<file path="config.mk">
export PLATFORM = sky130hd
export DESIGN_NAME = usb_protocol
export DESIGN_NICKNAME = d
export VERILOG_FILES = /design/src/logic/usb_proto_pkg.sv /design/src/logic/usb_proto_timer.sv /design/src/logic/usb_ep_select.sv /design/src/logic/usb_trans_fsm.sv /design/src/logic/usb_protocol.sv
export SDC_FILE = /design/constraint.sdc
export NUM_CORES = 1
export LEC_CHECK = 0
export BUFFER_PORTS_ARGS = -buffer_cell sky130_fd_sc_hd__buf_2
export CAP_MARGIN = 20
export CORE_MARGIN = 8
export CORE_UTILIZATION = 48
export CTS_BUF_LIST = sky130_fd_sc_hd__clkbuf_8
export DETAILED_ROUTE_END_ITERATION = 10
export GPL_ROUTABILITY_DRIVEN = 1
export PLACE_DENSITY = 0.8
export SETUP_SLACK_MARGIN = 0.5
export SYNTH_ARGS = -nofsm -noshare
export SYNTH_HDL_FRONTEND = slang
export SYNTH_SLANG_ARGS = --single-unit
</file>
<file path="constraint.sdc">
create_clock -name clock -period 1.6 [get_ports clock]
set_input_delay 0.16 -clock clock [delete_from_list [all_inputs] [get_ports clock]]
set_output_delay 0.16 -clock clock [all_outputs]
set_load 0.05 [all_outputs]
</file>
<file path="src/logic/usb_proto_pkg.sv">
`default_nettype none

package usb_proto_pkg;

  // Token PIDs
  localparam logic [3:0] PID_OUT   = 4'b0001;
  localparam logic [3:0] PID_IN    = 4'b1001;
  localparam logic [3:0] PID_SETUP = 4'b1101;

  // Data PIDs with the DATA0/DATA1 toggle in the top bit
  localparam logic [3:0] PID_DATA0 = 4'b0011;
  localparam logic [3:0] PID_DATA1 = 4'b1011;

  // Handshake PIDs
  localparam logic [3:0] PID_ACK   = 4'b0010;
  localparam logic [3:0] PID_NAK   = 4'b1010;

  // One PID word seen whole, or split into toggle and group
  typedef union packed {
    logic [3:0] code;
    struct packed {
      logic       toggle;
      logic [2:0] group;
    } parts;
  } usb_pid_u;

  // Encoder data multiplexer selects
  localparam logic [2:0] MUX_EP0      = 3'd0;
  localparam logic [2:0] MUX_BULK_OUT = 3'd1;
  localparam logic [2:0] MUX_BULK_IN  = 3'd2;
  localparam logic [2:0] MUX_NONE     = 3'd7;

  // Transaction states
  typedef enum logic [2:0] {
    IDLE = 3'd0,
    // Receive DATAx from the host
    RECV = 3'd1,
    // Handshake to the host
    RESP = 3'd2,
    // Discard DATAx, then NAK
    DROP = 3'd3,
    // Endpoint data out to the encoder
    SEND = 3'd4,
    // Wait for a host handshake or the turnaround timer
    WAIT = 3'd5
  } trans_state_e;

  // Timer reload values, in clock cycles minus one
  localparam int TA_LIMIT_DEFAULT = 101;
  localparam int EP_LIMIT_DEFAULT = 23;

endpackage

`default_nettype wire

</file>
<file path="src/logic/usb_proto_timer.sv">
`timescale 1ns/10ps
`default_nettype none

module usb_proto_timer #(
  parameter int LIMIT = usb_proto_pkg::TA_LIMIT_DEFAULT
) (
  input  wire logic clock,
  input  wire logic reset,
  input  wire logic start_i,
  input  wire logic stop_i,
  output logic      expired_o
);

  localparam int W = $clog2(LIMIT + 1);

  logic [W-1:0] count;
  logic [W:0]   count_next;
  logic         running;
  logic         expired_q;

  // Top bit flags the underflow
  assign count_next = {1'b0, count} - 1'b1;

  always_ff @(posedge clock) begin
    if (reset) begin
      running   <= 1'b0;
      expired_q <= 1'b0;
    end else if (start_i) begin
      running   <= 1'b1;
      expired_q <= 1'b0;
    end else if (running && (count_next[W] || stop_i)) begin
      // A bus event ends the wait without a timeout
      running   <= 1'b0;
      expired_q <= !stop_i;
    end else begin
      expired_q <= 1'b0;
    end
  end

  always_ff @(posedge clock) begin
    if (start_i) begin
      count <= W'(LIMIT);
    end else if (running) begin
      count <= count_next[W-1:0];
    end
  end

  assign expired_o = expired_q;

endmodule

`default_nettype wire

</file>
<file path="src/logic/usb_ep_select.sv">
`timescale 1ns/10ps
`default_nettype none

module usb_ep_select #(
  parameter logic [3:0] BULK_OUT_EP = 4'd1,
  parameter logic [3:0] BULK_IN_EP  = 4'd2
) (
  input  wire logic       clock,
  input  wire logic       reset,
  input  wire logic       set_conf_i,
  input  wire logic       clr_conf_i,
  input  wire logic [6:0] usb_addr_i,
  input  wire logic       tok_recv_i,
  input  wire logic [6:0] tok_addr_i,
  input  wire logic [3:0] tok_endp_i,
  input  wire logic [3:0] usb_pid_i,
  input  wire logic       dec_actv_i,
  input  wire logic       crc_error_i,
  input  wire logic       hsk_recv_i,
  input  wire logic       hsk_sent_i,
  input  wire logic       timeout_i,
  input  wire logic       ep0_parity_i,
  input  wire logic       out_rx_rdy_i,
  input  wire logic       out_parity_i,
  input  wire logic       in_tx_rdy_i,
  input  wire logic       in_parity_i,
  output logic            tok_hit_o,
  output logic            out_sel_o,
  output logic            out_rdy_o,
  output logic            in_sel_o,
  output logic            in_rdy_o,
  output logic            toggle_ok_o,
  output logic            crc_err_o,
  output logic            in_toggle_o,
  output logic            ep0_select_o,
  output logic            out_select_o,
  output logic            in_select_o,
  output logic            out_finish_o,
  output logic            in_finish_o,
  output logic            out_cancel_o,
  output logic            in_cancel_o,
  output logic [2:0]      mux_select_o
);

  usb_proto_pkg::usb_pid_u pid;

  logic       out_en;
  logic       in_en;
  logic       ep0_sel_q;
  logic       out_sel_q;
  logic       in_sel_q;
  logic       end_q;
  logic       crc_err_q;
  logic       crc_ack_q;
  logic       toggle_q;
  logic       out_fin_q;
  logic       in_fin_q;
  logic       out_can_q;
  logic       in_can_q;
  logic [2:0] mux_sel_q;
  logic       is_data;
  logic       toggle_w;

  assign pid = usb_pid_i;

  assign tok_hit_o = tok_recv_i && (tok_addr_i == usb_addr_i);

  // Direction support for the token's endpoint
  assign out_sel_o = out_en && (tok_endp_i == BULK_OUT_EP);
  assign out_rdy_o = out_sel_o && out_rx_rdy_i;
  assign in_sel_o  = in_en && (tok_endp_i == BULK_IN_EP);
  assign in_rdy_o  = in_sel_o && in_tx_rdy_i;

  // Toggle for an outgoing DATAx packet
  assign in_toggle_o = (tok_endp_i == 4'h0) ? ep0_parity_i : in_parity_i;

  // Bulk endpoints only answer once configured
  always_ff @(posedge clock) begin
    if (reset || clr_conf_i) begin
      out_en <= 1'b0;
      in_en  <= 1'b0;
    end else if (set_conf_i) begin
      out_en <= (BULK_OUT_EP != 4'h0);
      in_en  <= (BULK_IN_EP != 4'h0);
    end
  end

  // One pulse per error burst from the decoder
  always_ff @(posedge clock) begin
    if (reset || !crc_error_i) begin
      crc_err_q <= 1'b0;
      crc_ack_q <= 1'b0;
    end else if (!crc_ack_q) begin
      crc_err_q <= 1'b1;
      crc_ack_q <= 1'b1;
    end else begin
      crc_err_q <= 1'b0;
    end
  end

  assign crc_err_o = crc_err_q;

  always_ff @(posedge clock) begin
    if (reset) begin
      end_q <= 1'b1;
    end else begin
      end_q <= clr_conf_i || hsk_recv_i || hsk_sent_i || timeout_i || crc_err_q;
    end
  end

  // Selects hold from the token until the transaction ends
  always_ff @(posedge clock) begin
    if (reset || end_q) begin
      ep0_sel_q <= 1'b0;
      out_sel_q <= 1'b0;
      in_sel_q  <= 1'b0;
    end else if (tok_hit_o) begin
      case (tok_endp_i)
        4'h0: begin
          ep0_sel_q <= 1'b1;
          out_sel_q <= 1'b0;
          in_sel_q  <= 1'b0;
        end
        BULK_OUT_EP: begin
          ep0_sel_q <= 1'b0;
          out_sel_q <= out_en;
          in_sel_q  <= 1'b0;
        end
        BULK_IN_EP: begin
          ep0_sel_q <= 1'b0;
          out_sel_q <= 1'b0;
          in_sel_q  <= in_en;
        end
        default: begin
          ep0_sel_q <= 1'b0;
          out_sel_q <= 1'b0;
          in_sel_q  <= 1'b0;
        end
      endcase
    end
  end

  // Only DATA0/DATA1 carry a sequence bit
  assign is_data  = (pid.parts.group == usb_proto_pkg::PID_DATA0[2:0]);
  assign toggle_w = is_data &&
                    ((ep0_sel_q && (ep0_parity_i == pid.parts.toggle)) ||
                     (out_sel_q && (out_parity_i == pid.parts.toggle)));

  always_ff @(posedge clock) begin
    if (reset) begin
      toggle_q <= 1'b0;
    end else if (dec_actv_i) begin
      toggle_q <= toggle_w;
    end
  end

  assign toggle_ok_o = toggle_q;

  always_ff @(posedge clock) begin
    if (reset) begin
      out_fin_q <= 1'b0;
      in_fin_q  <= 1'b0;
      out_can_q <= 1'b0;
      in_can_q  <= 1'b0;
      mux_sel_q <= usb_proto_pkg::MUX_NONE;
    end else begin
      // OUT completes on our ACK, IN on the host's ACK
      out_fin_q <= out_sel_q && out_rx_rdy_i && hsk_sent_i;
      in_fin_q  <= in_sel_q && hsk_recv_i;
      out_can_q <= out_sel_q && (crc_err_q || timeout_i);
      in_can_q  <= in_sel_q && (crc_err_q || timeout_i);
      if (tok_hit_o) begin
        case (tok_endp_i)
          4'h0:        mux_sel_q <= usb_proto_pkg::MUX_EP0;
          BULK_OUT_EP: mux_sel_q <= usb_proto_pkg::MUX_BULK_OUT;
          BULK_IN_EP:  mux_sel_q <= usb_proto_pkg::MUX_BULK_IN;
          default:     mux_sel_q <= usb_proto_pkg::MUX_NONE;
        endcase
      end
    end
  end

  assign ep0_select_o = ep0_sel_q;
  assign out_select_o = out_sel_q;
  assign in_select_o  = in_sel_q;
  assign out_finish_o = out_fin_q;
  assign in_finish_o  = in_fin_q;
  assign out_cancel_o = out_can_q;
  assign in_cancel_o  = in_can_q;
  assign mux_select_o = mux_sel_q;

endmodule

`default_nettype wire

</file>
<file path="src/logic/usb_trans_fsm.sv">
`timescale 1ns/10ps
`default_nettype none

module usb_trans_fsm (
  input  wire logic       clock,
  input  wire logic       reset,
  input  wire logic       tok_hit_i,
  input  wire logic [3:0] usb_pid_i,
  input  wire logic [3:0] tok_endp_i,
  input  wire logic       out_sel_i,
  input  wire logic       out_rdy_i,
  input  wire logic       in_sel_i,
  input  wire logic       in_rdy_i,
  input  wire logic       toggle_ok_i,
  input  wire logic       in_toggle_i,
  input  wire logic       crc_err_i,
  input  wire logic       usb_recv_i,
  input  wire logic       eop_recv_i,
  input  wire logic       usb_sent_i,
  input  wire logic       hsk_recv_i,
  input  wire logic       hsk_sent_i,
  input  wire logic       ta_expired_i,
  input  wire logic       ep_expired_i,
  output logic            hsk_send_o,
  output logic [3:0]      ulpi_tuser_o,
  output logic            mux_enable_o,
  output logic            ta_start_o,
  output logic            ep_start_o,
  output logic            timeout_o
);

  usb_proto_pkg::usb_pid_u      pid;
  usb_proto_pkg::trans_state_e  state;
  usb_proto_pkg::trans_state_e  state_n;

  logic [3:0] pid_q;
  logic [3:0] pid_n;
  logic [3:0] data_pid;
  logic       ep0;
  logic       mux_q;
  logic       ta_start_q;
  logic       ep_start_q;
  logic       timeout_q;

  assign pid      = usb_pid_i;
  assign ep0      = (tok_endp_i == 4'h0);
  assign data_pid = in_toggle_i ? usb_proto_pkg::PID_DATA1 : usb_proto_pkg::PID_DATA0;

  always_comb begin
    state_n = state;
    pid_n   = pid_q;
    case (state)
      usb_proto_pkg::IDLE: begin
        if (tok_hit_i) begin
          case (pid.code)
            usb_proto_pkg::PID_SETUP: begin
              state_n = ep0 ? usb_proto_pkg::RECV : usb_proto_pkg::WAIT;
            end
            usb_proto_pkg::PID_OUT: begin
              if (ep0 || out_rdy_i) begin
                state_n = usb_proto_pkg::RECV;
              end else if (out_sel_i) begin
                state_n = usb_proto_pkg::DROP;
              end else begin
                state_n = usb_proto_pkg::WAIT;
              end
            end
            usb_proto_pkg::PID_IN: begin
              if (ep0 || in_rdy_i) begin
                state_n = usb_proto_pkg::SEND;
                pid_n   = data_pid;
              end else if (in_sel_i) begin
                state_n = usb_proto_pkg::RESP;
                pid_n   = usb_proto_pkg::PID_NAK;
              end else begin
                state_n = usb_proto_pkg::WAIT;
              end
            end
            default: state_n = usb_proto_pkg::WAIT;
          endcase
        end
      end
      usb_proto_pkg::RECV: begin
        if (usb_recv_i) begin
          // A repeated packet is silently dropped
          if (toggle_ok_i) begin
            state_n = usb_proto_pkg::RESP;
            pid_n   = usb_proto_pkg::PID_ACK;
          end else begin
            state_n = usb_proto_pkg::IDLE;
          end
        end else if (timeout_q || crc_err_i) begin
          state_n = usb_proto_pkg::IDLE;
        end
      end
      usb_proto_pkg::DROP: begin
        if (eop_recv_i) begin
          state_n = usb_proto_pkg::RESP;
          pid_n   = usb_proto_pkg::PID_NAK;
        end
      end
      usb_proto_pkg::SEND: begin
        pid_n = data_pid;
        if (usb_sent_i) begin
          state_n = usb_proto_pkg::WAIT;
        end else if (timeout_q) begin
          state_n = usb_proto_pkg::IDLE;
        end
      end
      usb_proto_pkg::RESP: begin
        if (hsk_sent_i || timeout_q) begin
          state_n = usb_proto_pkg::IDLE;
        end
      end
      usb_proto_pkg::WAIT: begin
        if (hsk_recv_i || timeout_q) begin
          state_n = usb_proto_pkg::IDLE;
        end
      end
      default: state_n = usb_proto_pkg::IDLE;
    endcase
  end

  always_ff @(posedge clock) begin
    if (reset) begin
      state      <= usb_proto_pkg::IDLE;
      pid_q      <= 4'h0;
      mux_q      <= 1'b0;
      ta_start_q <= 1'b0;
      ep_start_q <= 1'b0;
      timeout_q  <= 1'b0;
    end else begin
      state <= state_n;
      pid_q <= pid_n;
      mux_q <= (state == usb_proto_pkg::SEND);
      // Turnaround timer guards every wait on the host
      ta_start_q <= (state_n == usb_proto_pkg::WAIT) && (state != usb_proto_pkg::WAIT);
      // Response timer guards host data and endpoint data
      ep_start_q <= ((state_n == usb_proto_pkg::RECV) && (state != usb_proto_pkg::RECV)) ||
                    ((state_n == usb_proto_pkg::SEND) && (state != usb_proto_pkg::SEND));
      timeout_q  <= ta_expired_i || ep_expired_i;
    end
  end

  assign hsk_send_o   = (state == usb_proto_pkg::RESP);
  assign ulpi_tuser_o = pid_q;
  assign mux_enable_o = mux_q;
  assign ta_start_o   = ta_start_q;
  assign ep_start_o   = ep_start_q;
  assign timeout_o    = timeout_q;

endmodule

`default_nettype wire

</file>
<file path="src/logic/usb_protocol.sv">
`timescale 1ns/10ps
`default_nettype none

module usb_protocol #(
  parameter logic [3:0] BULK_OUT_EP = 4'd1,
  parameter logic [3:0] BULK_IN_EP  = 4'd2,
  parameter int         TA_LIMIT    = usb_proto_pkg::TA_LIMIT_DEFAULT,
  parameter int         EP_LIMIT    = usb_proto_pkg::EP_LIMIT_DEFAULT
) (
  input  wire logic       clock,
  input  wire logic       reset,
  input  wire logic       set_conf_i,
  input  wire logic       clr_conf_i,
  input  wire logic [6:0] usb_addr_i,
  // Packet decoder
  input  wire logic       dec_actv_i,
  input  wire logic       crc_error_i,
  input  wire logic       hsk_recv_i,
  input  wire logic       usb_recv_i,
  input  wire logic [3:0] usb_pid_i,
  input  wire logic       eop_recv_i,
  input  wire logic       tok_recv_i,
  input  wire logic [6:0] tok_addr_i,
  input  wire logic [3:0] tok_endp_i,
  // Packet encoder
  output logic            hsk_send_o,
  input  wire logic       hsk_sent_i,
  input  wire logic       usb_busy_i,
  input  wire logic       usb_sent_i,
  output logic            mux_enable_o,
  output logic [2:0]      mux_select_o,
  output logic [3:0]      ulpi_tuser_o,
  output logic            timedout_o,
  // Control endpoint
  output logic            ep0_select_o,
  input  wire logic       ep0_parity_i,
  // Bulk OUT endpoint
  input  wire logic       out_rx_rdy_i,
  input  wire logic       out_parity_i,
  output logic            out_select_o,
  output logic            out_finish_o,
  output logic            out_cancel_o,
  // Bulk IN endpoint
  input  wire logic       in_tx_rdy_i,
  input  wire logic       in_parity_i,
  output logic            in_select_o,
  output logic            in_finish_o,
  output logic            in_cancel_o
);

  logic tok_hit;
  logic out_sel;
  logic out_rdy;
  logic in_sel;
  logic in_rdy;
  logic toggle_ok;
  logic in_toggle;
  logic crc_err;
  logic ta_start;
  logic ep_start;
  logic ta_expired;
  logic ep_expired;

  usb_ep_select #(
    .BULK_OUT_EP (BULK_OUT_EP),
    .BULK_IN_EP  (BULK_IN_EP)
  ) i_ep_select (
    .clock        (clock),
    .reset        (reset),
    .set_conf_i   (set_conf_i),
    .clr_conf_i   (clr_conf_i),
    .usb_addr_i   (usb_addr_i),
    .tok_recv_i   (tok_recv_i),
    .tok_addr_i   (tok_addr_i),
    .tok_endp_i   (tok_endp_i),
    .usb_pid_i    (usb_pid_i),
    .dec_actv_i   (dec_actv_i),
    .crc_error_i  (crc_error_i),
    .hsk_recv_i   (hsk_recv_i),
    .hsk_sent_i   (hsk_sent_i),
    .timeout_i    (timedout_o),
    .ep0_parity_i (ep0_parity_i),
    .out_rx_rdy_i (out_rx_rdy_i),
    .out_parity_i (out_parity_i),
    .in_tx_rdy_i  (in_tx_rdy_i),
    .in_parity_i  (in_parity_i),
    .tok_hit_o    (tok_hit),
    .out_sel_o    (out_sel),
    .out_rdy_o    (out_rdy),
    .in_sel_o     (in_sel),
    .in_rdy_o     (in_rdy),
    .toggle_ok_o  (toggle_ok),
    .crc_err_o    (crc_err),
    .in_toggle_o  (in_toggle),
    .ep0_select_o (ep0_select_o),
    .out_select_o (out_select_o),
    .in_select_o  (in_select_o),
    .out_finish_o (out_finish_o),
    .in_finish_o  (in_finish_o),
    .out_cancel_o (out_cancel_o),
    .in_cancel_o  (in_cancel_o),
    .mux_select_o (mux_select_o)
  );

  usb_trans_fsm i_trans_fsm (
    .clock        (clock),
    .reset        (reset),
    .tok_hit_i    (tok_hit),
    .usb_pid_i    (usb_pid_i),
    .tok_endp_i   (tok_endp_i),
    .out_sel_i    (out_sel),
    .out_rdy_i    (out_rdy),
    .in_sel_i     (in_sel),
    .in_rdy_i     (in_rdy),
    .toggle_ok_i  (toggle_ok),
    .in_toggle_i  (in_toggle),
    .crc_err_i    (crc_err),
    .usb_recv_i   (usb_recv_i),
    .eop_recv_i   (eop_recv_i),
    .usb_sent_i   (usb_sent_i),
    .hsk_recv_i   (hsk_recv_i),
    .hsk_sent_i   (hsk_sent_i),
    .ta_expired_i (ta_expired),
    .ep_expired_i (ep_expired),
    .hsk_send_o   (hsk_send_o),
    .ulpi_tuser_o (ulpi_tuser_o),
    .mux_enable_o (mux_enable_o),
    .ta_start_o   (ta_start),
    .ep_start_o   (ep_start),
    .timeout_o    (timedout_o)
  );

  // Host handshake must follow within the turnaround time
  usb_proto_timer #(
    .LIMIT (TA_LIMIT)
  ) i_ta_timer (
    .clock     (clock),
    .reset     (reset),
    .start_i   (ta_start),
    .stop_i    (hsk_recv_i),
    .expired_o (ta_expired)
  );

  // Either bus direction going active ends the response wait
  usb_proto_timer #(
    .LIMIT (EP_LIMIT)
  ) i_ep_timer (
    .clock     (clock),
    .reset     (reset),
    .start_i   (ep_start),
    .stop_i    (usb_busy_i | dec_actv_i),
    .expired_o (ep_expired)
  );

endmodule

`default_nettype wire

</file>
# Word-level counts from Yosys, hierarchy flattened

Index checks and enable logic that the tools add are counted.

Output and inout bits: 17
Memories kept: 0
Word-level logic and storage cells: 138
Bits in latches: 0
ROM bits: 0
Memory bits (writable): 0
Register bits after elaboration: 42

Mux-type cells: 36
Div/mod/pow operators: 0
Eq/ne operators: 26
$add $sub $neg: 2
Shifts and indexed selects: 0
$lt $le $gt $ge: 0
Multiply operators: 0
Reduce and logical (&&, ||, !) cells: 46
Bitwise gates (word level): 3

Operator list:

| kind                                                                  | number |
|---|---|
| 3-bit two-way mux                                                     | 13 |
| 4-bit two-way mux                                                     | 8 |
| 1-bit logical AND                                                     | 18 |
| 3-bit case mux with 3 select lines                                    | 2 |
| 3-bit case mux with 6 select lines                                    | 1 |
| 1-bit logical OR                                                      | 17 |
| 4-bit case mux with 4 select lines                                    | 1 |
| 3-bit equality test, second input constant                            | 4 |
| 1-bit two-way mux                                                     | 10 |
| 2-bit != test, second input constant                                  | 5 |
| 3-bit by 2-bit equality test with 1-bit output, second input constant | 3 |
| 4-bit by 1-bit equality test with 1-bit output, second input constant | 2 |
| 4-bit equality test, second input constant                            | 2 |
| 7-bit by 1-bit subtractor with 8-bit output, second input constant    | 1 |
| 7-bit equality test                                                   | 1 |
| 7-bit AND reduction                                                   | 1 |
| 3-bit by 1-bit equality test with 1-bit output, second input constant | 2 |
| 3-bit != test, second input constant                                  | 2 |
| 3-bit OR reduction                                                    | 2 |
| 5-bit by 1-bit subtractor with 6-bit output, second input constant    | 1 |
| 4-bit by 2-bit equality test with 1-bit output, second input constant | 1 |
| 4-bit logical NOT                                                     | 1 |
| 2-bit nonzero test                                                    | 2 |
| 4-bit nonzero test                                                    | 1 |
| 8 further kinds                                                       | 12 |

# Longest topological paths before layout

Gate-level depths: netlist of the first run.

Depth in word-level cells: 11
Gate-level depth with buffers: 7
Gate-level depth less buffers: 7

# Modules after synthesis

Synthesis of the first run repeated with hierarchy kept, for this count alone.

Cell total of the unflattened synthesis: 231
Area total of the unflattened synthesis: 2087.0 um^2

By module, submodules not included:

| module                        | area each (um^2) | cells an instance | instances | sequential area each (um^2) |
|---|---|---|---|---|
| usb_ep_select                 | 694.4            | 75                | 1         | 300.3 |
| usb_trans_fsm                 | 668.1            | 82                | 1         | 200.2 |
| usb_proto_timer at i_ta_timer | 387.9            | 41                | 1         | 180.2 |
| usb_proto_timer at i_ep_timer | 330.3            | 32                | 1         | 140.1 |
| usb_protocol                  | 6.3              | 1                 | 1         | 0.0 |

# Least setup slack after synthesis of the first run

Ideal clock, no wire load.

Kind: register to register
From: register i_trans_fsm.timeout_q (netlist: i_trans_fsm.timeout_o)
To: register i_trans_fsm.ep_start_q (netlist: i_trans_fsm.ep_start_o)
Stages on the path, launching flop included: 7
Buffers on the path: 0
Required time: 1532 ps
Setup time: 68 ps
Clock period less this slack: 1834 ps
Data arrival time: 1767 ps
Setup slack: -234 ps
Cells stage by stage: dfxtp_1 nor2_1 a2bb2oi_1 o21ai_0 a31o_2 or3_1 a21oi_2

Longest elaborated chain between the ends: 7
Elaborated cells on any way between the ends: 15
Classes of those cells: eq/ne: 2; mux: 7; reduce/logical: 6

RTL lines:

| element                                                                               | line                                       | source |
|---|---|---|
| from (decl)                                                                           | usb_trans_fsm.sv:43                        | `logic timeout_q;` |
| from (signal assigned)                                                                | usb_trans_fsm.sv:141                       | `timeout_q <= ta_expired_i \|\| ep_expired_i;` |
| 1-bit logical OR                                                                      | usb_trans_fsm.sv:92                        | `end else if (timeout_q \|\| crc_err_i) begin` |
| 3-bit two-way mux                                                                     | usb_trans_fsm.sv:92                        |  |
| 3-bit two-way mux                                                                     | usb_trans_fsm.sv:84                        | `if (usb_recv_i) begin` |
| 3-bit case mux with 6 select lines (*)                                                | usb_trans_fsm.sv:52                        | `case (state)` |
| 3-bit by 1-bit equality test with 1-bit output or 3-bit equality test (tied branches) | usb_trans_fsm.sv:139, usb_trans_fsm.sv:140 |  |
| 1-bit logical AND, on equally long branches                                           | usb_trans_fsm.sv:139, usb_trans_fsm.sv:140 |  |
| 1-bit logical OR (*)                                                                  | usb_trans_fsm.sv:139                       | `ep_start_q <= ((state_n == usb_proto_pkg::RECV) && (state != usb_proto_pkg::RECV)) \|\|` |
| to (signal assigned)                                                                  | usb_trans_fsm.sv:139                       |  |
| to (decl)                                                                             | usb_trans_fsm.sv:42                        | `logic ep_start_q;` |

Every way passes the cells marked *; elsewhere a longest branch is shown, timed or not.
A chain may end at the register's enable or synchronous reset.

# Worst setup path in the final report of the first run

From: register i_trans_fsm.state[0]
To: register i_trans_fsm.ep_start_q (netlist: i_trans_fsm.ep_start_o)

Longest elaborated chain between the ends: 6
Elaborated cells on any way between the ends: 22
Classes of those cells: eq/ne: 9; mux: 9; reduce/logical: 4

RTL lines:

| element                                                                               | line                                       | source |
|---|---|---|
| from (decl)                                                                           | usb_trans_fsm.sv:33                        | `usb_proto_pkg::trans_state_e state;` |
| from (signal assigned)                                                                | usb_trans_fsm.sv:126                       | `state <= usb_proto_pkg::IDLE;` |
| from (signal assigned)                                                                | usb_trans_fsm.sv:133                       | `state <= state_n;` |
| 3-bit two-way mux, on equally long branches                                           | usb_trans_fsm.sv:106, usb_trans_fsm.sv:92  |  |
| 3-bit two-way mux, on equally long branches                                           | usb_trans_fsm.sv:104, usb_trans_fsm.sv:84  |  |
| 3-bit case mux with 6 select lines                                                    | usb_trans_fsm.sv:52                        |  |
| 3-bit by 1-bit equality test with 1-bit output or 3-bit equality test (tied branches) | usb_trans_fsm.sv:139, usb_trans_fsm.sv:140 |  |
| 1-bit logical AND, on equally long branches                                           | usb_trans_fsm.sv:139, usb_trans_fsm.sv:140 |  |
| 1-bit logical OR (*)                                                                  | usb_trans_fsm.sv:139                       |  |

Marked as above.

==> results of run 1 <==
[per-layer routing]
layer	vias to the layer above	routed length, um	GRT usage, %	share of wire, %
met5	-	0	0	0
met4	0	97	7.45	1.7
met3	13	305	5.80	5.2
met2	59	2940	28.5	50
met1	929	2520	20.1	43
li1	960	-	-	-
[path summary, 6_finish.rpt]
path | slack (ns) | from | endpoint
max reg2reg | 0.09 | i_trans_fsm.state[0] | i_trans_fsm.ep_start_o
max | 0.09 | i_trans_fsm.state[0] | i_trans_fsm.ep_start_o
min reg2reg | 0.38 | i_ep_select.crc_ack_q | i_ep_select.crc_err_o
min | 0.03 | clr_conf_i | i_ep_select.out_en
[cells by family after synthesis]
logic type	after synthesis	share of synthesized area [%]
multiplexers	5	2.57
XOR/XNOR	19	8.34
adder cells (fa/ha/maj)	2	1.25
AO/OA/AOI/OAI	37	14.6
flip-flops	41	41.2
other	1	0.188
buffers and inverters	16	3.39
AND/OR/NAND/NOR	104	28.5
[cell usage after synthesis (all sizes together), types with 5 or more instances]
master and n:
xnor2 15, inv 7, a21oi 6, nand2b 11, nor3 12, nand2 17
o21ai 10, nor3b 6, dfxtp 41, buf 5, nor2 31
[cell usage in the layout (no fill, tap or decap), types with 3 or more instances in the layout]
cell type | synthesis | layout
buf_2 | 3 | 48
buf_4 | 1 | 31
nor2_1 | 30 | 26
dfxtp_1 | 41 | 26
nand2_1 | 17 | 13
nand2b_1 | 11 | 9
dfxtp_2 | 0 | 8
buf_6 | 0 | 8
xnor2_1 | 15 | 7
dfxtp_4 | 0 | 7
o21ai_0 | 10 | 6
xnor2_2 | 0 | 5
nor3_1 | 12 | 5
clkbuf_8 | 0 | 5
nor3_4 | 0 | 4
mux2i_1 | 4 | 4
a21oi_1 | 4 | 4
o21ai_1 | 0 | 4
a211oi_1 | 4 | 4
inv_2 | 0 | 3
nor2b_1 | 4 | 3
nand2_4 | 0 | 3
xor2_1 | 4 | 3
inv_1 | 7 | 3
xnor2_4 | 0 | 3
nor2_4 | 1 | 3
nand3_1 | 3 | 3
nor3b_1 | 6 | 3
nor3_2 | 0 | 3
nor4_1 | 3 | 3
[through the flow]
stage               power, W  area (um2)
floorplan            0.00139        2200
global placement     0.00150        2570
detailed placement   0.00151        2570
CTS                  0.00238        2880
global route         0.00261        3070
finish               0.00251        3070
[sequential cells by signal, summed over array words and instances (netlist names), 3 cells and up]
register                  cells
i_ta_timer.count              7
i_ep_timer.count              5
i_ep_select.mux_select_o      3
i_trans_fsm.state             3
i_trans_fsm.ulpi_tuser_o      3
[where the power goes]
| group | internal (W) | switching (W) |
|---|---|---|
| logic | 0.000263 | 0.000233 |
| clock network | 0.000457 | 0.000384 |
| registers | 0.00108 | 0.0000848 |
[worst max-delay path, cell delays in order (launching register included)]
cell and delay [ns]:
dfxtp_4 0.37, nor3b_2 0.15, o21ai_1 0.14, o21ai_1 0.11, a31o_2 0.24, or3_1 0.32
a21oi_2 0.12
[final cells by class]
cell class / instances / share of cell area, %
Sequential cell: 41 / 27.9
Multi-Input combinational cell: 168 / 46.9
Clock inverter: 3 / 1.26
Tap cell: 50 / 2.04
Timing Repair Buffer: 88 / 18.6
Inverter: 7 / 1.10
Clock buffer: 5 / 2.24
[repair_timing]
item | in CTS | in global routing
setup endpoints to repair | 22 | 28
setup buffers | 12 | 8
pin swaps | 16 | 18
resized for setup | 31 | 36
==> summary.md, run 1 <==
| Metric | Value |
|---|---|
| Clk_skew | `around 0.011 ns` |
| FP Rows | `23` |
| Mean routed wirelength per cell | `roughly 16 um` |
| Post-synth top area cell | `dfxtp_1` |
| Vias per cell | `approximately 5.4` |
| Largest net degree at the start of global routing | `15` |
| Placer's final routability congestion estimate | `around 0.86` |
| Required time of the critical path | `1.85 ns` |
| Clock Path Buffers | `2` |
| H-Tree Depth | `2` |
| Final cell count without fillers | `362` |
| Reg area | `around 860 um2` |
| Yosys warning count | `0` |
| RSZ-0062 raised after global routing | `true` |
| Initial Util | `between 40% and 50%` |
| Register area share after synthesis | `~41%` |
| Fin nets | `approximately 350` |
| Max Cap Viol | `0` |
| Die Span X | `between 80 and 90 um` |
| Fmax | `about 660 MHz` |
| Hpwl dp | `3880 um` |
| Initial antenna violation count | `0` |
| Final Hold Fails | `0` |
| LEAKAGE | `1.24 nW` |
| Final setup fails | `0` |
| # IOs | `57` |
| Max Fanout on Critical Path | `7` |
| CP endpoint kind | `register` |
| Post-CTS Hold Buffers | `0` |
| Synth area leaders | `dfxtp_1 (41%), xnor2_1 (6.6%), nor2_1 (5.6%)` |
| CTS buffer count | `5` |
| Final Util | `around 77%` |
| Fillers | `268` |
| Asr flop ratio synth | `0%` |
| DIE HEIGHT | `approximately 80 um` |
| Mapped Area | `1990 um2` |
| Number of synthesized flops with an enable pin | `0` |
| CTS clock-pin slew for the worst setup and hold paths | `~0.080 ns` |
| Share of cells above drive strength 1 | `a little over half` |
| Core outline area | `4000 um2` |
| Initial DRC count | `150` |
| Total grt overflow | `0` |
| Post-route ant nets | `0` |
| Vias in the first global route | `1917` |
| Final WS setup | `about 0.086 ns` |
| Final Cycle Share | `94.6%` |
| First-pass DRT Iterations | `4` |
| DRC | `0` |
| Synth Flop Type | `dfxtp_1` |
| Yosys cell types | `51` |
| Final hold slack | `about 0.033 ns` |
| I/O Buffers | `55` |
| Arr. time, crit path | `approximately 1.8 ns` |
| Total track usage | `about 17%` |
| Area grow syn2layout | `54.1%` |
| Pwr Density | `815 nW/um2` |
| ANT cells | `0` |
| FF-to-FF path depth | `6` |
| Total number of vias | `just under 2000` |
| First-pass GRT wire length | `a little under 9000 um` |
| Worst setup SP type | `register` |
| Area of the multi-input gates | `between 1000 and 1500 um2` |
| Root Driver | `clkbuf_8` |
| Later-pin clock latency in the skew report | `just over 0.3 ns` |
| Final Critical Period | `~1.5 ns` |
| Syn_nets | `267` |
| Post-Place Setup Slack | `-0.0581 ns` |
| Status | `completed` |
| Synthesized flop and latch total | `~40` |
| Routed Wire Length | `5860 um` |
| Cells after Synth | `between 200 and 250` |
| Fin Setup TNS | `0 ns` |
| Hold Crit Class | `in -> reg` |
| Worst Path Class, Setup | `reg -> reg` |
| Syn_area_per_cell | `8.86 um2` |
| Placed cells | `~330` |
| CTS Sinks | `41` |
| Share of the synthesized area in the top cell type | `41.2%` |
| TritonCTS clock tree | `built` |
| Hold depth | `2` |
| Full die area | `around 6500 um2` |
| Max-slew violations | `0` |
| VDD IR-drop max | `a little under 600 uV` |
Power figures use the tool's default switching activity.
==> run 2: changes to the inputs <==
Clock period 1.6 ns to 1.32 ns, I/O delays scaled along.
==> summary.md, run 2 (synthesized netlist as in run 1, its figures left out) <==
| Metric | Value |
|---|---|
| Status | `finished, violations left` |
| Failing checks | `setup timing` |
| Share of cells above drive strength 1 | `between 60% and 70%` |
| First-pass GRT wire length | `between 10000 and 15000 um` |
| Worst Path Class, Setup | `reg -> reg` |
| Fin nets | `approximately 380` |
| Root Driver | `clkbuf_8` |
| Worst r2r src | `i_trans_fsm.state[0]` |
| Crit path launch | `i_trans_fsm.state[0]` |
| Total track usage | `between 20% and 30%` |
| Design Area, Final | `roughly 3600 um2` |
| Final WS setup | `-0.245 ns` |
| LEAKAGE | `1.45 nW` |
| Relative slew slack | `~65%` |
| Routed Wire Length | `8510 um` |
| Hpwl dp | `roughly 4500 um` |
| Final Critical Period | `1.57 ns` |
| First-pass DRT Iterations | `5` |
| CTS Sinks | `between 40 and 50` |
| # IOs | `57` |
| Mean routed wirelength per cell | `between 20 and 25 um` |
| VDD IR-drop max | `~650 uV` |
| Arr. time, crit path | `between 1.5 and 2 ns` |
| Vias per cell | `between 6 and 7` |
| Total number of vias | `approximately 2300` |
| Full die area | `6470 um2` |
| Max Cap Viol | `0` |
| Placer's final routability congestion estimate | `0.961` |
| Max Fanout on Critical Path | `6` |
| Required time of the critical path | `approximately 1.6 ns` |
| ANT cells | `0` |
| Reg area | `just under 900 um2` |
| Most frequent cells in the layout | `buf_4 (42), buf_2 (29), nor2_1 (26), buf_6 (23), buf_8 (17)` |
| Largest register FFs | `7` |
| Pwr Density | `900 nW/um2` |
| Final setup fails | `9` |
| DIE HEIGHT | `slightly above 80 um` |
| CTS buffer count | `5` |
| Initial DRC count | `231` |
| Max-slew violations | `0` |
| DRC | `0` |
| Initial antenna violation count | `0` |
| Vias in the first global route | `~2300` |
| Core outline area | `~4000 um2` |
| Slew @ Worst Pin | `0.514 ns` |
| Total grt overflow | `0` |
| Final Cycle Share | `119%` |
| Largest net degree at the start of global routing | `13` |
| Later-pin clock latency in the skew report | `around 0.30 ns` |
| Clock Path Buffers | `2` |
| Die Span X | `roughly 80 um` |
| Most flop-heavy register | `i_ta_timer.count` |
| Worst setup SP type | `register` |
| RSZ-0062 raised after global routing | `true` |
| TritonCTS clock tree | `built` |
| Initial Util | `about 50%` |
| Largest regs | `i_ta_timer.count x7, i_ep_timer.count x5` |
| Clk_skew | `between 0.007 and 0.008 ns` |
| Fmax | `around 640 MHz` |
| CTS clock-pin slew for the worst setup and hold paths | `around 0.080 ns` |
| Area of the multi-input gates | `approximately 1600 um2` |
| Fin Setup TNS | `-1.27 ns` |
| Hold Crit Class | `in -> reg` |
| Min-delay src | `clr_conf_i` |
| CP endpoint kind | `register` |
| Post-route ant nets | `0` |
| Final Hold Fails | `0` |
| Area grow syn2layout | `82.7%` |
| Fillers | `131` |
| Area post-placement | `2880 um2` |
| Commonest non-fill, non-tap cell in the layout | `buf_4` |
| I/O Buffers | `55` |
| H-Tree Depth | `2` |
| FP Rows | `23` |
==> run 2: per-layer routing <==
| layer | track usage [%] | vias up | routed length (um) |
|---|---|---|---|
| met5 | 0 | - | 0 |
| met4 | 8.55 | 0 | 469 |
| met3 | 6.47 | 45 | 746 |
| met2 | 37.6 | 183 | 4170 |
| met1 | 23.9 | 1082 | 3130 |
| li1 | - | 1015 | - |
==> run 2: metrics by stage <==
stage,cells,utilization (%),worst slack [ns],total power [W],hold WS (ns)
after global placement,359,72.0,-0.281,0.00197,0.332
after global routing,385,91.1,-0.361,0.00340,0.0402
after CTS,375,85.5,-0.125,0.00313,0.0166
final,385,91.1,-0.245,0.00328,0.0485
after floorplan,225,-,-0.117,0.00180,0.201
after detailed placement,359,72.0,-0.345,0.00200,0.335
==> run 2: worst paths after layout <==
path / end / slack (ns) / depth (start not counted)
max: i_trans_fsm.ep_start_o / -0.25 / 6
min: i_ep_select.out_en / 0.05 / 2
max reg2reg: i_trans_fsm.ep_start_o / -0.25 / 6
min reg2reg: i_ep_select.crc_err_o / 0.44 / 1
==> run 2: repair_timing <==
item,CTS,global route
gates resized for setup,113,39
setup endpoints to repair,49,49
hold buffers,0,0
buffers inserted,8,10
pin swaps,19,10
==> run 2: worst max-delay path, cell delays in order, from the launching register on <==
cell and delay, ns:
dfxtp_4 0.38, nor3b_2 0.16, o21ai_1 0.16, o21ai_1 0.12
a31o_2 0.25, or3_4 0.33, a21oi_2 0.11
==> run 2: cell type report <==
| class | count | share of cell area [%] |
|---|---|---|
| clock buffers | 5 | 1.89 |
| inverters | 7 | 1.06 |
| clock inverters | 3 | 1.03 |
| multi-input cells | 168 | 43.1 |
| flip-flops and latches | 41 | 24.5 |
| well taps | 50 | 1.72 |
| repair buffers | 111 | 26.8 |
==> run 2: power by group <==
part	switching, W	internal [W]
sequential	0.000155	0.00133
combinational	0.000365	0.000429
clock	0.000454	0.000551
==> run 3: changes to the inputs <==
Settings changed: ABC_AREA from default to 1, CORE_UTILIZATION 48 to 49.
==> summary.md, run 3 <==
| Metric | Value |
|---|---|
| # IOs | `57` |
| Full die area | `approximately 6800 um2` |
| Commonest non-fill, non-tap cell in the layout | `nand2_1` |
| Vias in the first global route | `about 2500` |
| Final Critical Period | `roughly 1.4 ns` |
| Post-Place Setup Slack | `-0.0738 ns` |
| Final Cycle Share | `108%` |
| Most numerous cell in the Yosys netlist | `nand2_1` |
| Clk_skew | `about 0.0060 ns` |
| Share of cells above drive strength 1 | `around 62%` |
| Reg area | `about 870 um2` |
| Die Span X | `~82 um` |
| Core outline area | `4290 um2` |
| Largest net degree at the start of global routing | `14` |
| Required time of the critical path | `around 1.6 ns` |
| Initial Util | `about half` |
| First-pass GRT wire length | `about 11000 um` |
| Area grow syn2layout | `75.3%` |
| Largest register FFs | `7` |
| H-Tree Depth | `2` |
| Max Cap Viol | `0` |
| Worst Path Class, Setup | `reg -> reg` |
| Initial DRC count | `approximately 200` |
| CP endpoint kind | `register` |
| I/O Buffers | `55` |
| Synth area leaders | `dfxtp_1 (38%), nand2_1 (13%), inv_1 (9.0%)` |
| Syn_area_per_cell | `between 6 and 7 um2` |
| Final setup fails | `7` |
| Mapped Area | `between 2000 and 2500 um2` |
| Number of synthesized flops with an enable pin | `0` |
| VDD IR-drop max | `~650 uV` |
| Yosys warning count | `0` |
| Max Fanout on Critical Path | `5` |
| Yosys cell types | `33` |
| Commonest cells post-synth | `nand2_1 (73), inv_1 (52), dfxtp_1 (41), nor2_1 (39), a21oi_1 (24)` |
| RSZ-0062 raised after global routing | `true` |
| Status | `finished, violations left` |
| Share of the synthesized area in the top cell type | `a little under two fifths` |
| Placer's final routability congestion estimate | `between 0.8 and 0.9` |
| Failing checks | `setup timing` |
| First-pass DRT Iterations | `6` |
| Cells after Synth | `between 300 and 400` |
| Routed Wire Length | `8910 um` |
| Mean routed wirelength per cell | `between 15 and 20 um` |
| CTS buffer count | `5` |
| Final hold slack | `about 0.015 ns` |
| Total power draw | `0.00326 W` |
| Placed cells | `442` |
| Initial antenna violation count | `0` |
| Most flop-heavy register | `i_ta_timer.count` |
| Final Util | `88.1%` |
| Hpwl dp | `about 4400 um` |
| Area of the multi-input gates | `roughly 1500 um2` |
| LEAKAGE | `between 1.5 and 2 nW` |
| Post-synth top area cell | `dfxtp_1` |
| DRC | `0` |
| TritonCTS clock tree | `built` |
| Hold Crit Class | `in -> reg` |
| Vias per cell | `~5.7` |
| FP Rows | `24` |
| Fmax | `~700 MHz` |
| Arr. time, crit path | `approximately 1.7 ns` |
| DIE HEIGHT | `between 80 and 90 um` |
| Total number of vias | `about 2700` |
| Total track usage | `19.9%` |
| Synthesized flop and latch total | `~40` |
| Post-route ant nets | `0` |
| Final WS setup | `-0.111 ns` |
| Final Hold Fails | `0` |
| Fillers | `roughly 190` |
| Asr flop ratio synth | `0%` |
| Root Driver | `clkbuf_8` |
| CTS clock-pin slew for the worst setup and hold paths | `roughly 0.090 ns` |
| ANT cells | `0` |
| Largest regs | `i_ta_timer.count x7, i_ep_timer.count x5` |
| Post-CTS Hold Buffers | `0` |
| Total grt overflow | `0` |
| Syn_nets | `between 300 and 400` |
| Fin nets | `467` |
| Most frequent cells in the layout | `nand2_1 (43), buf_6 (30), nor2_1 (26), buf_2 (25), inv_2 (23)` |
| Pwr Density | `between 800 and 900 nW/um2` |
| Synth Flop Type | `dfxtp_1` |
| Final cell count without fillers | `roughly 480` |
| Register area share after synthesis | `between 30% and 40%` |
| Max-slew violations | `0` |
| CTS Sinks | `41` |
| Later-pin clock latency in the skew report | `0.31 ns` |
| Worst setup SP type | `register` |
| Clock Path Buffers | `2` |
## run 3: per-stage QoR
| step | cell area (um2) | TNS [ns] |
|---|---|---|
| 2_1_floorplan | 2340 | 0 |
| 3_3_place_gp | 2750 | -0.0959 |
| 3_5_place_dp | 2750 | -0.290 |
| 4_1_cts | 3310 | 0 |
| 5_1_grt | 3780 | -0.985 |
| 6_report | 3780 | -0.310 |
## run 3: worst max-delay path, cell delays in order, from the launching register on
cell and delay, ns:
dfxtp_2 0.35, nand2_1 0.10, nor2_4 0.15, nand3_1 0.11, nand2_1 0.11, nand2_1 0.08, nand2_1 0.11, nand2_1 0.07
nor2_1 0.09, nand3_1 0.10, a21oi_2 0.12
## run 3: logic make-up (layout without fill, tap and decap cells)
group,count (synthesis),count (layout),synth area share [%]
XOR/XNOR,1,1,0.406
other,1,1,0.174
AO/OA/AOI/OAI,49,49,12.7
AND/OR/NAND/NOR,169,169,36.3
buffers and inverters,64,163,11.3
flip-flops,41,41,38.0
adder cells (fa/ha/maj),2,2,1.16
## run 3: report_power, final
part           switching (W)  internal, W  leakage [nW]  total (W)
clock network       0.000484     0.000424        0.0512   0.000908
registers           0.000109      0.00134         0.345    0.00145
logic               0.000505     0.000403          1.30   0.000907
## run 3: what timing repair did
action	CTS	global route
setup buffers	19	9
pin swaps	24	45
gates resized for setup	104	123
endpoints found under the setup margin	46	48
## run 3: final cells by class
class,instances,share of cell area [%]
well taps,52,1.72
inverters,61,8.00
flip-flops and latches,41,23.0
multi-input cells,222,40.8
repair buffers,94,23.9
clock buffers,6,2.18
clock inverters,2,0.364
## run 3: layer usage
layer	routed length, um	global-route usage, %	share of wire, %	vias to the layer above
met2	4790	37.3	54	178
met5	0	0	0	-
met3	655	5.09	7.3	65
met4	542	9.12	6.1	0
met1	2930	20.1	33	1257
li1	-	-	-	1234
## run 3: worst paths after layout
check	from	end	slack, ns	cells after the start
max	i_ep_select.out_en	i_trans_fsm.ep_start_o	-0.11	10
min reg2reg	i_ta_timer.expired_o	i_trans_fsm.timeout_o	0.47	2
max reg2reg	i_ep_select.out_en	i_trans_fsm.ep_start_o	-0.11	10
min	clr_conf_i	i_ep_select.out_en	0.01	2
